<file path="src/rtl/csr_consts.svh">
`ifndef CSR_CONSTS_SVH
`define CSR_CONSTS_SVH

// datapath and register numbering
`define CSR_DATA_W      32
`define CSR_NUM_W       14

`define CSR_HWI_N       8
`define CSR_TIMER_W     20

// ESTAT exception fields
`define CSR_ECODE_W     6
`define CSR_ESUB_W      9
`define CSR_ECODE_LSB   16
`define CSR_ESUB_LSB    22

`define CSR_ENTRY_ALIGN 6
`define CSR_PC_STEP     4

`define CSR_TI_BIT      11    // timer bit in ESTAT.IS and ECFG.LIE

`define CSR_TCFG_EN     0
`define CSR_TCFG_PER    1

`endif

</file>
<file path="src/rtl/csr_pkg.sv">
`include "csr_consts.svh"

package csr_pkg;

    typedef enum logic [2:0] {
        OP_NONE,
        OP_CSRRD,
        OP_CSRWR,
        OP_CSRXCHG,
        OP_ERTN
    } csr_op_e;

    // what the register file does with an accepted command
    typedef enum logic [2:0] {
        ACT_NONE,
        ACT_RD,
        ACT_WR,
        ACT_XCHG,
        ACT_ERTN,
        ACT_TRAP
    } csr_act_e;

    typedef enum logic [`CSR_NUM_W-1:0] {
        CRMD   = 'h0,
        PRMD   = 'h1,
        ECFG   = 'h4,
        ESTAT  = 'h5,
        ERA    = 'h6,
        BADV   = 'h7,
        EENTRY = 'hc,
        SAVE0  = 'h30,
        SAVE1  = 'h31,
        SAVE2  = 'h32,
        SAVE3  = 'h33,
        TCFG   = 'h41,
        TVAL   = 'h42,
        TICLR  = 'h44
    } csr_addr_e;

    typedef enum logic [`CSR_ECODE_W-1:0] {
        INT = 'h0,
        ADE = 'h8,
        ALE = 'h9,
        SYS = 'hb,
        BRK = 'hc,
        INE = 'hd
    } ecode_e;

endpackage

</file>
<file path="src/rtl/csr_cmd_if.sv">
`include "csr_consts.svh"

// one accepted command, valid only in its acceptance cycle
interface csr_cmd_if;

    csr_pkg::csr_act_e         act;
    logic [`CSR_NUM_W-1:0]     num;
    logic [`CSR_DATA_W-1:0]    wdata;
    logic [`CSR_DATA_W-1:0]    wmask;
    logic [`CSR_DATA_W-1:0]    pc;
    csr_pkg::ecode_e           ecode;
    logic [`CSR_ESUB_W-1:0]    esubcode;
    logic [`CSR_DATA_W-1:0]    badv;

    modport issue (
        output act, num, wdata, wmask, pc, ecode, esubcode, badv
    );

    modport file (
        input act, num, wdata, wmask, pc, ecode, esubcode, badv
    );

    modport redirect (
        input act, pc
    );

endinterface

</file>
<file path="src/rtl/csr_issue.sv">
`include "csr_consts.svh"

module csr_issue (
    input  logic                      stall,
    input  logic                      flush,
    input  csr_pkg::csr_op_e          op,
    input  logic [`CSR_NUM_W-1:0]     num,
    input  logic [`CSR_DATA_W-1:0]    wdata,
    input  logic [`CSR_DATA_W-1:0]    wmask,
    input  logic [`CSR_DATA_W-1:0]    pc,
    input  logic                      excp_valid,
    input  logic [`CSR_ECODE_W-1:0]   ecode,
    input  logic [`CSR_ESUB_W-1:0]    esubcode,
    input  logic [`CSR_DATA_W-1:0]    badv,
    input  logic                      int_pending,
    csr_cmd_if.issue                  cmd
);

    logic accept;

    assign accept = !stall && !flush;

    always_comb
    begin
        cmd.act      = csr_pkg::ACT_NONE;
        cmd.num      = num;
        cmd.wdata    = wdata;
        cmd.wmask    = '0;
        cmd.pc       = pc;
        cmd.ecode    = csr_pkg::ecode_e'(ecode);
        cmd.esubcode = esubcode;
        cmd.badv     = badv;

        if (int_pending)    // interrupts get in regardless of stall/flush
        begin
            cmd.act      = csr_pkg::ACT_TRAP;
            cmd.ecode    = csr_pkg::INT;
            cmd.esubcode = '0;
        end
        else if (accept)
        begin
            if (excp_valid)
                cmd.act = csr_pkg::ACT_TRAP;
            else
            begin
                case (op)
                    csr_pkg::OP_CSRRD:
                        cmd.act = csr_pkg::ACT_RD;
                    csr_pkg::OP_CSRWR:
                    begin
                        cmd.act   = csr_pkg::ACT_WR;
                        cmd.wmask = '1;    // full word
                    end
                    csr_pkg::OP_CSRXCHG:
                    begin
                        cmd.act   = csr_pkg::ACT_XCHG;
                        cmd.wmask = wmask;
                    end
                    csr_pkg::OP_ERTN:
                        cmd.act = csr_pkg::ACT_ERTN;
                    default:
                        cmd.act = csr_pkg::ACT_NONE;
                endcase
            end
        end
    end

endmodule

</file>
<file path="src/rtl/csr_file.sv">
`include "csr_consts.svh"

module csr_file (
    input  logic                       clk,
    input  logic                       rstn,
    csr_cmd_if.file                    cmd,
    input  logic [`CSR_HWI_N-1:0]      hw_int,
    input  logic                       ti,
    input  logic [`CSR_TIMER_W-1:0]    tval,
    output logic                       tcfg_we,
    output logic [`CSR_TIMER_W-1:0]    tcfg_value,
    output logic                       ti_clear,
    output logic                       int_pending,
    output logic [`CSR_DATA_W-1:0]     era,
    output logic [`CSR_DATA_W-1:0]     eentry,
    output logic [1:0]                 crmd_plv,
    output logic                       crmd_ie,
    output logic [`CSR_DATA_W-1:0]     rdata
);

    logic [1:0]                                  prmd_pplv;
    logic                                        prmd_pie;
    logic [`CSR_TI_BIT:0]                        ecfg_lie;
    logic [1:0]                                  estat_is;    // software interrupts
    logic [`CSR_ECODE_W-1:0]                     estat_ecode;
    logic [`CSR_ESUB_W-1:0]                      estat_esub;
    logic [`CSR_DATA_W-1:0]                      badv;
    logic [`CSR_DATA_W-1:`CSR_ENTRY_ALIGN]       eentry_hi;
    logic [`CSR_DATA_W-1:0]                      save [4];
    logic [`CSR_TIMER_W-1:0]                     tcfg;
    logic [`CSR_DATA_W-1:0]                      old;
    logic [`CSR_DATA_W-1:0]                      merged;
    logic [`CSR_TI_BIT:0]                        pending;
    logic                                        wr;

    assign wr      = cmd.act == csr_pkg::ACT_WR || cmd.act == csr_pkg::ACT_XCHG;
    assign merged  = (old & ~cmd.wmask) | (cmd.wdata & cmd.wmask);
    assign pending = {ti, 1'b0, hw_int, estat_is} & ecfg_lie;

    assign int_pending = crmd_ie && |pending;
    assign eentry      = {eentry_hi, {`CSR_ENTRY_ALIGN{1'b0}}};

    // timer side effects land at the same edge as the register write
    assign tcfg_we    = wr && cmd.num == csr_pkg::TCFG;
    assign tcfg_value = merged[`CSR_TIMER_W-1:0];
    assign ti_clear   = wr && cmd.num == csr_pkg::TICLR && merged[0];

    always_comb
    begin
        case (cmd.num)
            csr_pkg::CRMD:
                old = {{(`CSR_DATA_W-3){1'b0}}, crmd_ie, crmd_plv};
            csr_pkg::PRMD:
                old = {{(`CSR_DATA_W-3){1'b0}}, prmd_pie, prmd_pplv};
            csr_pkg::ECFG:
                old = {{(`CSR_DATA_W-`CSR_TI_BIT-1){1'b0}}, ecfg_lie};
            csr_pkg::ESTAT:
                old = {1'b0, estat_esub, estat_ecode, 4'b0, ti, 1'b0, hw_int, estat_is};
            csr_pkg::ERA:
                old = era;
            csr_pkg::BADV:
                old = badv;
            csr_pkg::EENTRY:
                old = eentry;
            csr_pkg::SAVE0, csr_pkg::SAVE1, csr_pkg::SAVE2, csr_pkg::SAVE3:
                old = save[cmd.num[1:0]];
            csr_pkg::TCFG:
                old = {{(`CSR_DATA_W-`CSR_TIMER_W){1'b0}}, tcfg};
            csr_pkg::TVAL:
                old = {{(`CSR_DATA_W-`CSR_TIMER_W){1'b0}}, tval};
            default:
                old = '0;    // TICLR and unimplemented numbers
        endcase
    end

    always_ff @(posedge clk)
    begin
        if (!rstn)
        begin
            crmd_plv  <= '0;
            crmd_ie   <= 1'b0;
            prmd_pplv <= '0;
            prmd_pie  <= 1'b0;
            ecfg_lie  <= '0;
            estat_is  <= '0;
            tcfg      <= '0;
            rdata     <= '0;
        end
        else
        begin
            if (wr || cmd.act == csr_pkg::ACT_RD)
                rdata <= old;
            if (tcfg_we)
                tcfg <= tcfg_value;
            case (cmd.act)
                csr_pkg::ACT_WR, csr_pkg::ACT_XCHG:
                begin
                    case (cmd.num)
                        csr_pkg::CRMD:
                        begin
                            crmd_plv <= merged[1:0];
                            crmd_ie  <= merged[2];
                        end
                        csr_pkg::PRMD:
                        begin
                            prmd_pplv <= merged[1:0];
                            prmd_pie  <= merged[2];
                        end
                        csr_pkg::ECFG:    // bit 10 reserved
                            ecfg_lie <= {merged[`CSR_TI_BIT], 1'b0, merged[`CSR_HWI_N+1:0]};
                        csr_pkg::ESTAT:
                            estat_is <= merged[1:0];
                        default: ;
                    endcase
                end
                csr_pkg::ACT_TRAP:
                begin
                    prmd_pplv <= crmd_plv;
                    prmd_pie  <= crmd_ie;
                    crmd_plv  <= '0;
                    crmd_ie   <= 1'b0;
                end
                csr_pkg::ACT_ERTN:
                begin
                    crmd_plv <= prmd_pplv;
                    crmd_ie  <= prmd_pie;
                end
                default: ;
            endcase
        end
    end

    always_ff @(posedge clk)
    begin
        if (wr)
        begin
            case (cmd.num)
                csr_pkg::ERA:
                    era <= merged;
                csr_pkg::BADV:
                    badv <= merged;
                csr_pkg::EENTRY:
                    eentry_hi <= merged[`CSR_DATA_W-1:`CSR_ENTRY_ALIGN];
                csr_pkg::SAVE0, csr_pkg::SAVE1, csr_pkg::SAVE2, csr_pkg::SAVE3:
                    save[cmd.num[1:0]] <= merged;
                default: ;
            endcase
        end
        else if (cmd.act == csr_pkg::ACT_TRAP)
        begin
            era         <= cmd.pc;
            estat_ecode <= cmd.ecode;
            estat_esub  <= cmd.esubcode;
            if (cmd.ecode != csr_pkg::INT)    // interrupts carry no bad address
                badv <= cmd.badv;
        end
    end

endmodule

</file>
<file path="src/rtl/csr_timer.sv">
`include "csr_consts.svh"

module csr_timer (
    input  logic                       clk,
    input  logic                       rstn,
    input  logic                       tcfg_we,
    input  logic [`CSR_TIMER_W-1:0]    tcfg_value,
    input  logic                       ti_clear,
    output logic [`CSR_TIMER_W-1:0]    tval,
    output logic                       ti
);

    logic                          en;
    logic                          periodic;
    logic [`CSR_TIMER_W-1:2]       init_val;

    always_ff @(posedge clk)
    begin
        if (!rstn)
        begin
            en       <= 1'b0;
            periodic <= 1'b0;
            tval     <= '0;
        end
        else if (tcfg_we)
        begin
            en       <= tcfg_value[`CSR_TCFG_EN];
            periodic <= tcfg_value[`CSR_TCFG_PER];
            tval     <= {tcfg_value[`CSR_TIMER_W-1:2], 2'b00};
        end
        else if (en)
        begin
            if (tval != '0)
                tval <= tval - 1'b1;
            else if (periodic)
                tval <= {init_val, 2'b00};    // reload after expiry
        end
    end

    always_ff @(posedge clk)
    begin
        if (tcfg_we)
            init_val <= tcfg_value[`CSR_TIMER_W-1:2];
    end

    always_ff @(posedge clk)
    begin
        if (!rstn)
            ti <= 1'b0;
        else if (ti_clear)
            ti <= 1'b0;
        else if (en && !tcfg_we && tval == `CSR_TIMER_W'(1))
            ti <= 1'b1;    // 1 -> 0 step
    end

endmodule

</file>
<file path="src/rtl/csr_redirect.sv">
`include "csr_consts.svh"

module csr_redirect (
    input  logic                      clk,
    input  logic                      rstn,
    csr_cmd_if.redirect               cmd,
    input  logic [`CSR_DATA_W-1:0]    era,
    input  logic [`CSR_DATA_W-1:0]    eentry,
    output logic                      redirect,
    output logic [`CSR_DATA_W-1:0]    redirect_pc
);

    logic redirect_next;

    // reads never redirect
    assign redirect_next = cmd.act == csr_pkg::ACT_WR
                        || cmd.act == csr_pkg::ACT_XCHG
                        || cmd.act == csr_pkg::ACT_ERTN
                        || cmd.act == csr_pkg::ACT_TRAP;

    always_ff @(posedge clk)
    begin
        if (!rstn)
            redirect <= 1'b0;
        else
            redirect <= redirect_next;
    end

    // era and eentry are sampled before the file updates them
    always_ff @(posedge clk)
    begin
        case (cmd.act)
            csr_pkg::ACT_WR, csr_pkg::ACT_XCHG:
                redirect_pc <= cmd.pc + `CSR_DATA_W'(`CSR_PC_STEP);
            csr_pkg::ACT_ERTN:
                redirect_pc <= era;
            csr_pkg::ACT_TRAP:
                redirect_pc <= eentry;
            default: ;
        endcase
    end

endmodule

</file>
<file path="src/rtl/csr_control.sv">
`include "csr_consts.svh"

module csr_control (
    input  logic                      clk,
    input  logic                      rstn,
    input  logic                      stall,
    input  logic                      flush,
    input  csr_pkg::csr_op_e          op,
    input  logic [`CSR_NUM_W-1:0]     num,
    input  logic [`CSR_DATA_W-1:0]    wdata,
    input  logic [`CSR_DATA_W-1:0]    wmask,
    input  logic [`CSR_DATA_W-1:0]    pc,
    input  logic                      excp_valid,
    input  logic [`CSR_ECODE_W-1:0]   ecode,
    input  logic [`CSR_ESUB_W-1:0]    esubcode,
    input  logic [`CSR_DATA_W-1:0]    badv,
    input  logic [`CSR_HWI_N-1:0]     hw_int,
    output logic [`CSR_DATA_W-1:0]    rdata,
    output logic                      redirect,
    output logic [`CSR_DATA_W-1:0]    redirect_pc,
    output logic [1:0]                crmd_plv,
    output logic                      crmd_ie
);

    logic                          int_pending;
    logic [`CSR_DATA_W-1:0]        era;
    logic [`CSR_DATA_W-1:0]        eentry;
    logic                          ti;
    logic [`CSR_TIMER_W-1:0]       tval;
    logic                          tcfg_we;
    logic [`CSR_TIMER_W-1:0]       tcfg_value;
    logic                          ti_clear;

    csr_cmd_if cmd_bus ();

    csr_issue u_issue (
        .stall       (stall),
        .flush       (flush),
        .op          (op),
        .num         (num),
        .wdata       (wdata),
        .wmask       (wmask),
        .pc          (pc),
        .excp_valid  (excp_valid),
        .ecode       (ecode),
        .esubcode    (esubcode),
        .badv        (badv),
        .int_pending (int_pending),
        .cmd         (cmd_bus.issue)
    );

    csr_file u_file (
        .clk         (clk),
        .rstn        (rstn),
        .cmd         (cmd_bus.file),
        .hw_int      (hw_int),
        .ti          (ti),
        .tval        (tval),
        .tcfg_we     (tcfg_we),
        .tcfg_value  (tcfg_value),
        .ti_clear    (ti_clear),
        .int_pending (int_pending),
        .era         (era),
        .eentry      (eentry),
        .crmd_plv    (crmd_plv),
        .crmd_ie     (crmd_ie),
        .rdata       (rdata)
    );

    csr_timer u_timer (
        .clk         (clk),
        .rstn        (rstn),
        .tcfg_we     (tcfg_we),
        .tcfg_value  (tcfg_value),
        .ti_clear    (ti_clear),
        .tval        (tval),
        .ti          (ti)
    );

    csr_redirect u_redirect (
        .clk         (clk),
        .rstn        (rstn),
        .cmd         (cmd_bus.redirect),
        .era         (era),
        .eentry      (eentry),
        .redirect    (redirect),
        .redirect_pc (redirect_pc)
    );

endmodule

</file>
<file path="config.mk">
export PLATFORM = sky130hd
export DESIGN_NAME = csr_control
export DESIGN_NICKNAME = d
export VERILOG_FILES = /design/src/rtl/csr_pkg.sv /design/src/rtl/csr_cmd_if.sv /design/src/rtl/csr_issue.sv /design/src/rtl/csr_file.sv /design/src/rtl/csr_timer.sv /design/src/rtl/csr_redirect.sv /design/src/rtl/csr_control.sv
export VERILOG_INCLUDE_DIRS = /design/src /design/src/rtl
export SDC_FILE = /design/constraint.sdc
export NUM_CORES = 1
export LEC_CHECK = 0
export ABC_AREA = 1
export BUFFER_PORTS_ARGS = -buffer_cell sky130_fd_sc_hd__buf_2
export CAP_MARGIN = 20
export CORE_MARGIN = 1
export CORE_UTILIZATION = 26
export CTS_CLUSTER_SIZE = 28
export DETAILED_ROUTE_END_ITERATION = 7
export PLACE_DENSITY_LB_ADDON = 0.3
export SETUP_SLACK_MARGIN = 0.5
export SYNTH_ARGS = -nofsm -noshare
export SYNTH_HDL_FRONTEND = slang
export SYNTH_SLANG_ARGS = --single-unit
</file>
<file path="constraint.sdc">
create_clock -name clk -period 11.2 [get_ports clk]
set_input_delay 0.56 -clock clk [delete_from_list [all_inputs] [get_ports clk]]
set_output_delay 0.56 -clock clk [all_outputs]
set_load 0.01 [all_outputs]
</file>
==> results.json, run 1 <==
{
  "cp_num_buf_inv": 4,
  "wl_per_cell_um": 22.3,
  "totalWireLength_mm": 74.7,
  "yosysWarnings": 0,
  "numCtsBuffers": 41,
  "syn_to_final_growth_pct": 19.1,
  "multi_input_area_mm2": 0.00709,
  "cts_max_level": 2,
  "status": "finished, final reports clean",
  "drt-initial-drc-count": 1889,
  "dp_cells": 3273,
  "seqPwrFrac_pct": 49.3,
  "synth_cell_types": 53,
  "cts_tree": "yes",
  "p_leak_uw": 0.00954,
  "yosys.area.top_type_share_pct": 45.8,
  "fin_crit_sh_pct": 37.2,
  "ir_worst_vdd_v": 0.0000796,
  "grt-ovfl-total": 0,
  "via_per_inst": 4.94,
  "hpwl_mm": 54.9,
  "async_flop_share_pct": 0,
  "drc": 0,
  "diodes": 0,
  "ant_nets": 0,
  "cts.sinks": 376,
  "place.gp.congestion": 0.971,
  "synth_top_flop_cell": "edfxtp_1",
  "p_int_uw": 2320,
  "slew_violations": 0,
  "synth_nets": 2331,
  "pwr_density_cell_mw_per_mm2": 139,
  "p_switching_uw": 755,
  "max_stage_delay_ns": 0.54,
  "power.share.clock_pct": 43.9,
  "critPathRequiredTime_ns": 11.42,
  "crit_type": "reg -> reg",
  "final_layout_size_suffix_gt1_share_pct": 16.1,
  "yosysMostFrequentCell": "nand2_1",
  "die_h_um": 269,
  "fp.dieW_um": 269,
  "stdcell_count": 3349,
  "max_freq_mhz": 240,
  "worstPathMaxFanout": 26,
  "synth_area_mm2": 0.0185,
  "synth_seq_cells": 376,
  "first_global_vias": 15982,
  "antenna_found_initial": 3,
  "ys_seq_area_share_pct": 55.9,
  "critPathTopFamily": "buffers and inverters",
  "end_kind": "register",
  "tightestPinTransition_ns": 1.17,
  "cts_buffer_depth": 3,
  "finalCriticalPeriod_ns": 4.17,
  "synthTopCellsByArea": "edfxtp_1, nand2_1, dfxtp_1",
  "clkLatencyLatePin_ns": 0.58,
  "rsz0062_at_grt": "no",
  "path_clk_slew_ns": 0.06,
  "clockRootBuffer": "clkbuf_16",
  "dieArea_mm2": 0.0724,
  "hold_buffers": 0,
  "ios": 241,
  "critPathSlowestCell": "nand2_1",
  "first_pass_iters": 6,
  "synthTopCellsByCount": "nand2_1, edfxtp_1, nor2_1",
  "nets": 2552,
  "grtUsageTotal_pct": 20.2,
  "cp_cell_sequence": "nand2_1 -> nand2_1 -> nor2_1 -> nand3_1 -> nand2_2 -> buf_4 -> nand2_1 -> nand2_1 -> inv_1 -> buf_4 -> o21ai_0 -> o21ai_4 -> buf_4",
  "layout_setup_ws_ns": 7.03,
  "n_fill_cell": 7477,
  "grt_pass1_wl_mm": 107,
  "core_area_mm2": 0.0703,
  "synth_enable_flop_cells": 283,
  "hold_path.class": "in -> reg",
  "syn_inst": 2155,
  "ctsResizeCount": 0,
  "register_area_mm2": 0.0104,
  "finalHoldViolCount": 0,
  "max_cap_viol_count": 0,
  "cts_setup_buffers": 0,
  "maxSlewHeadroom_pct": 22.3,
  "cp-start-kind": "register",
  "synth.avg_cell_area_um2": 8.60,
  "port_buffers": 240,
  "fin_setup_tns_ns": 0,
  "fin_worst_skew_ns": 0.0191,
  "cp_common_cell": "nand2_1",
  "rows": 97,
  "p_sw_share_pct": 24.5,
  "yosys.area.top_type": "edfxtp_1",
  "place_ws_ns": 6.62,
  "vias": 16549,
  "critical_path_arrival_ns": 4.39,
  "holdWs_ns": 0.270,
  "finalSetupViolations": 0,
  "grt_max_degree": 62,
  "start_util_pct": 26.4,
  "pwr-share-comb_pct": 6.8
}
[worst reg2reg max path, stage by stage, from the launching register on]
cell and delay, ns:
dfxtp_1 0.36, nand2_1 0.07, nand2_1 0.15, nor2_1 0.06
nand3_1 0.10, nand2_2 0.05, buf_4 0.28, nand2_1 0.38
nand2_1 0.54, inv_1 0.44, buf_4 0.42, o21ai_0 0.26
o21ai_4 0.21, buf_4 0.47
[through the flow]
stage	util (%)	area (um^2)	power [uW]
4_1_cts	31.4	22100	3100
2_1_floorplan	-	18500	1650
6_report	31.4	22100	3080
3_5_place_dp	29.6	20800	1760
3_3_place_gp	29.6	20800	1750
5_1_grt	31.4	22100	3160
[cells by family after synthesis]
logic type / synth area share [%]
adders and majority gates: 0.202
and+or+nand+nor: 27.7
buffers and inverters: 6.30
AOI/OAI and AO/OA: 8.74
DFF: 55.9
xor gates and xnor gates: 1.13
[cell type report]
class                           instances  share of cell area (%)
Sequential cell                       376                    46.9
Multi-Input combinational cell       1488                    32.1
Timing Repair Buffer                  262                    6.24
Tap cell                              940                    5.33
Clock buffer                           50                    4.94
Inverter                              207                    3.54
Clock inverter                         26                   0.924
[state kept, by name, indices dropped and copies added, names as in the netlist, 9 cells and up]
name / count
u_file.save: 128
u_file.tcfg: 20
u_file.badv: 32
u_timer.init_val: 18
u_file.estat_esub: 9
u_timer.tval: 20
u_file.eentry_hi: 26
u_redirect.redirect_pc: 32
u_file.rdata: 32
u_file.era: 32
u_file.ecfg_lie: 11
[routing by layer]
layer | vias to the layer above | track usage [%] | routed length (um)
li1 | 7689 | - | -
met1 | 7924 | 27.7 | 32200
met2 | 809 | 32.1 | 33800
met3 | 125 | 3.80 | 6380
met4 | 2 | 6.17 | 2260
met5 | - | 0 | 20
[cell usage in the layout, fill, tap and decap left out, drive strengths merged, types with 27 or more instances in the layout]
cell type / n
a21oi: 40
nand3: 215
buf: 262
nor2: 232
o21ai: 117
a22oi: 38
o211ai: 27
dfxtp: 93
nand4: 31
clkbuf: 50
nand2: 656
edfxtp: 283
inv: 207
[final timing paths]
check                                   from                           end  slack (ns)  cells after the start
min reg2reg     u_file.tcfg[11]$_SDFFE_PN0P_  u_file.tcfg[11]$_SDFFE_PN0P_        0.46                      2
max reg2reg  u_file.ecfg_lie[5]$_SDFFE_PN0P_      u_file.badv[0]$_DFFE_PP_        7.03                     13
max          u_file.ecfg_lie[5]$_SDFFE_PN0P_      u_file.badv[0]$_DFFE_PP_        7.03                     13
min                                 badv[29]     u_file.badv[29]$_DFFE_PP_        0.27                      3
[power groups by stage]
stage | Sequential, uW | Combinational [uW] | Clock (uW)
floorplan | 1550 | 94.8 | 0
global placement | 1550 | 206 | 0
detailed placement | 1550 | 208 | 0
CTS | 1520 | 209 | 1370
global route | 1520 | 228 | 1420
finish | 1520 | 209 | 1350
Note: power is estimated with default switching activity, not from simulation.
==> run 2, diff against run 1 <==
ABC_AREA = 0   (was 1)
clock period = 3.6 ns   (was 11.2 ns; I/O delays follow)
==> results.json, run 2 <==
{
  "status": "finished, final reports clean",
  "finalHoldViolCount": 0,
  "yosys.area.top_type_share_pct": 48.2,
  "ir_worst_vdd_v": 0.000296,
  "synthTopCellsByCount": "edfxtp_1, nand2_1, o21ai_0",
  "use_met2_pct": 30.8,
  "final_layout_size_suffix_gt1_share_pct": 26.1,
  "via_per_inst": 5.38,
  "vias": 14795,
  "core_area_mm2": 0.0672,
  "hold_path.class": "in -> reg",
  "synth_cell_types": 83,
  "p_leak_uw": 0.00850,
  "port_buffers": 240,
  "maxSlewHeadroom_pct": 22.9,
  "numCtsBuffers": 40,
  "start_util_pct": 26.3,
  "ant_nets": 0,
  "end_kind": "register",
  "drc": 0,
  "yosysWarnings": 0,
  "synth.avg_cell_area_um2": 11.7,
  "largest_register_ffs": 128,
  "layout_common_cells": "edfxtp_1, buf_2, nand2_1, o21ai_0, dfxtp_1",
  "synth_seq_cells": 376,
  "synth_top_flop_cell": "edfxtp_1",
  "max_freq_mhz": 334,
  "grtUsageMet3_pct": 3.19,
  "grtUsageTotal_pct": 19.6,
  "max_cap_viol_count": 0,
  "die_h_um": 263,
  "tightestPinTransition_ns": 1.14,
  "synth_area_mm2": 0.0176,
  "clockRootBuffer": "clkbuf_16",
  "rows": 95,
  "cts_buffer_depth": 3,
  "grt.busiest_layer": "met2",
  "grt_max_degree": 119,
  "antenna_found_initial": 7,
  "slew_violations": 0,
  "critical_path_arrival_ns": 3.22,
  "fin_worst_skew_ns": 0.0262,
  "cp_common_cell": "buf_4",
  "place.gp.congestion": 0.944,
  "fin_crit_sh_pct": 83.1,
  "grt-ovfl-total": 0,
  "grt_use_met1_pct": 27.2,
  "worstPathMaxFanout": 13,
  "crit_type": "in -> reg",
  "first_pass_iters": 6,
  "first_global_vias": 14605,
  "rsz0062_at_grt": "no",
  "finalSetupViolations": 0,
  "cts_max_level": 2,
  "yosys.area.top_type": "edfxtp_1",
  "max_stage_delay_ns": 0.72,
  "yosysMostFrequentCell": "edfxtp_1",
  "async_flop_share_pct": 0,
  "fin_setup_tns_ns": 0,
  "synth_enable_flop_cells": 283,
  "cts_setup_buffers": 0,
  "totalWireLength_mm": 69.5,
  "syn_inst": 1514,
  "syn_to_final_growth_pct": 26.5,
  "ios": 241,
  "grt_pass1_wl_mm": 101,
  "cts_tree": "yes",
  "cts.sinks": 376,
  "critPathSlowestCell": "mux2i_1",
  "synthTopCellsByArea": "edfxtp_1, dfxtp_1, nand2_1",
  "dp_cells": 2612,
  "path_clk_slew_ns": 0.06,
  "drt-initial-drc-count": 1659,
  "final_common_cell": "edfxtp_1",
  "clkLatencyLatePin_ns": 0.56,
  "fp.dieW_um": 263,
  "cp_cell_sequence": "buf_2 -> or4_1 -> buf_4 -> nor4_4 -> buf_4 -> a222oi_1 -> nand3_1 -> mux2i_1 -> inv_1",
  "synth_nets": 1690,
  "cp-start-kind": "input port",
  "wl_per_cell_um": 25.3,
  "stdcell_count": 2750,
  "place_ws_ns": 0.0921,
  "finalCriticalPeriod_ns": 2.99,
  "layout_setup_ws_ns": 0.609,
  "dieArea_mm2": 0.0689,
  "nets": 2018,
  "critPathRequiredTime_ns": 3.83,
  "ys_seq_area_share_pct": 58.7,
  "hpwl_mm": 50.1,
  "pwr_density_cell_mw_per_mm2": 424
}
run 2: cell types whose count changed after synthesis, moves of 18 or more:
cell      delta
nand3_1    -181
nand2_1    -447
mux2i_1     +28
o22ai_1     +36
nor2_1     -135
inv_1      -148
a22o_1      +18
mux4_2      +32
a22oi_1     +27
nand4_1     -20
a222oi_1    +20
clkbuf_1    +32
run 2: through the flow:
step	hold WS (ns)	total power [uW]	instance area [um^2]	utilization, %
after floorplan	0.354	5110	17700	-
after global placement	0.445	5440	20400	30.4
after detailed placement	0.442	5440	20400	30.4
after CTS	0.000740	9540	22300	33.2
after global routing	0.0146	9740	22300	33.2
final	0.00648	9470	22300	33.2
run 2: cells by family after synthesis:
family                     Yosys count  share of synthesized area, %
adders and majority gates            3                         0.213
DFF                                376                          58.7
and+or+nand+nor                    496                          14.4
xor gates and xnor gates            28                          1.39
muxes                               78                          6.84
buffers and inverters              150                          3.49
AOI/OAI and AO/OA                  383                          15.0
run 2: area by class of cell:
class / count / area [um^2]
fill: 6732 / 44800
sequential: 376 / 10400
multi-input combinational: 988 / 6780
timing repair buffer: 392 / 2650
clock buffer: 51 / 1110
tap: 873 / 1090
inverter: 44 / 165
clock inverter: 23 / 163
antenna: 3 / 7.51
run 2: report_power, final:
| group | internal, uW | leakage (uW) | switching [uW] |
|---|---|---|---|
| registers | 4710 | 0.00349 | 34.8 |
| clock network | 2280 | 0.000621 | 1790 |
| logic | 274 | 0.00439 | 387 |
run 2: metal layers:
layer	share of wire (%)	vias to the layer above	wire, um
met5	0.091	-	63
met4	3.0	10	2060
met3	7.6	112	5280
met2	46	700	31700
met1	44	7458	30400
li1	-	6515	-
run 2: final timing paths:
check	startpoint	to	slack, ns	cells after the start
setup / recovery	num[8]	u_file.save[1][19]$_DFFE_PP_	0.61	9
hold / removal	badv[9]	u_file.badv[9]$_DFFE_PP_	0.006	3
setup reg to reg	u_file.ecfg_lie[6]$_SDFFE_PN0P_	u_file.save[1][19]$_DFFE_PP_	0.68	7
hold reg to reg	u_file.rdata[11]$_SDFFE_PN0P_	u_file.rdata[11]$_SDFFE_PN0P_	0.45	2
run 2: critical path, delay by kind of cell:
kind / cells / cell delay, ns
AOI/OAI and AO/OA: 1 / 0.38
muxes: 1 / 0.72
and+or+nand+nor: 3 / 1.07
buffers and inverters: 4 / 0.85
run 2: what timing repair did:
item,CTS,global route
gates resized for setup,0,4
endpoints found under the setup margin,0,20
hold buffers,61,0
hold endpoints to repair,63,0
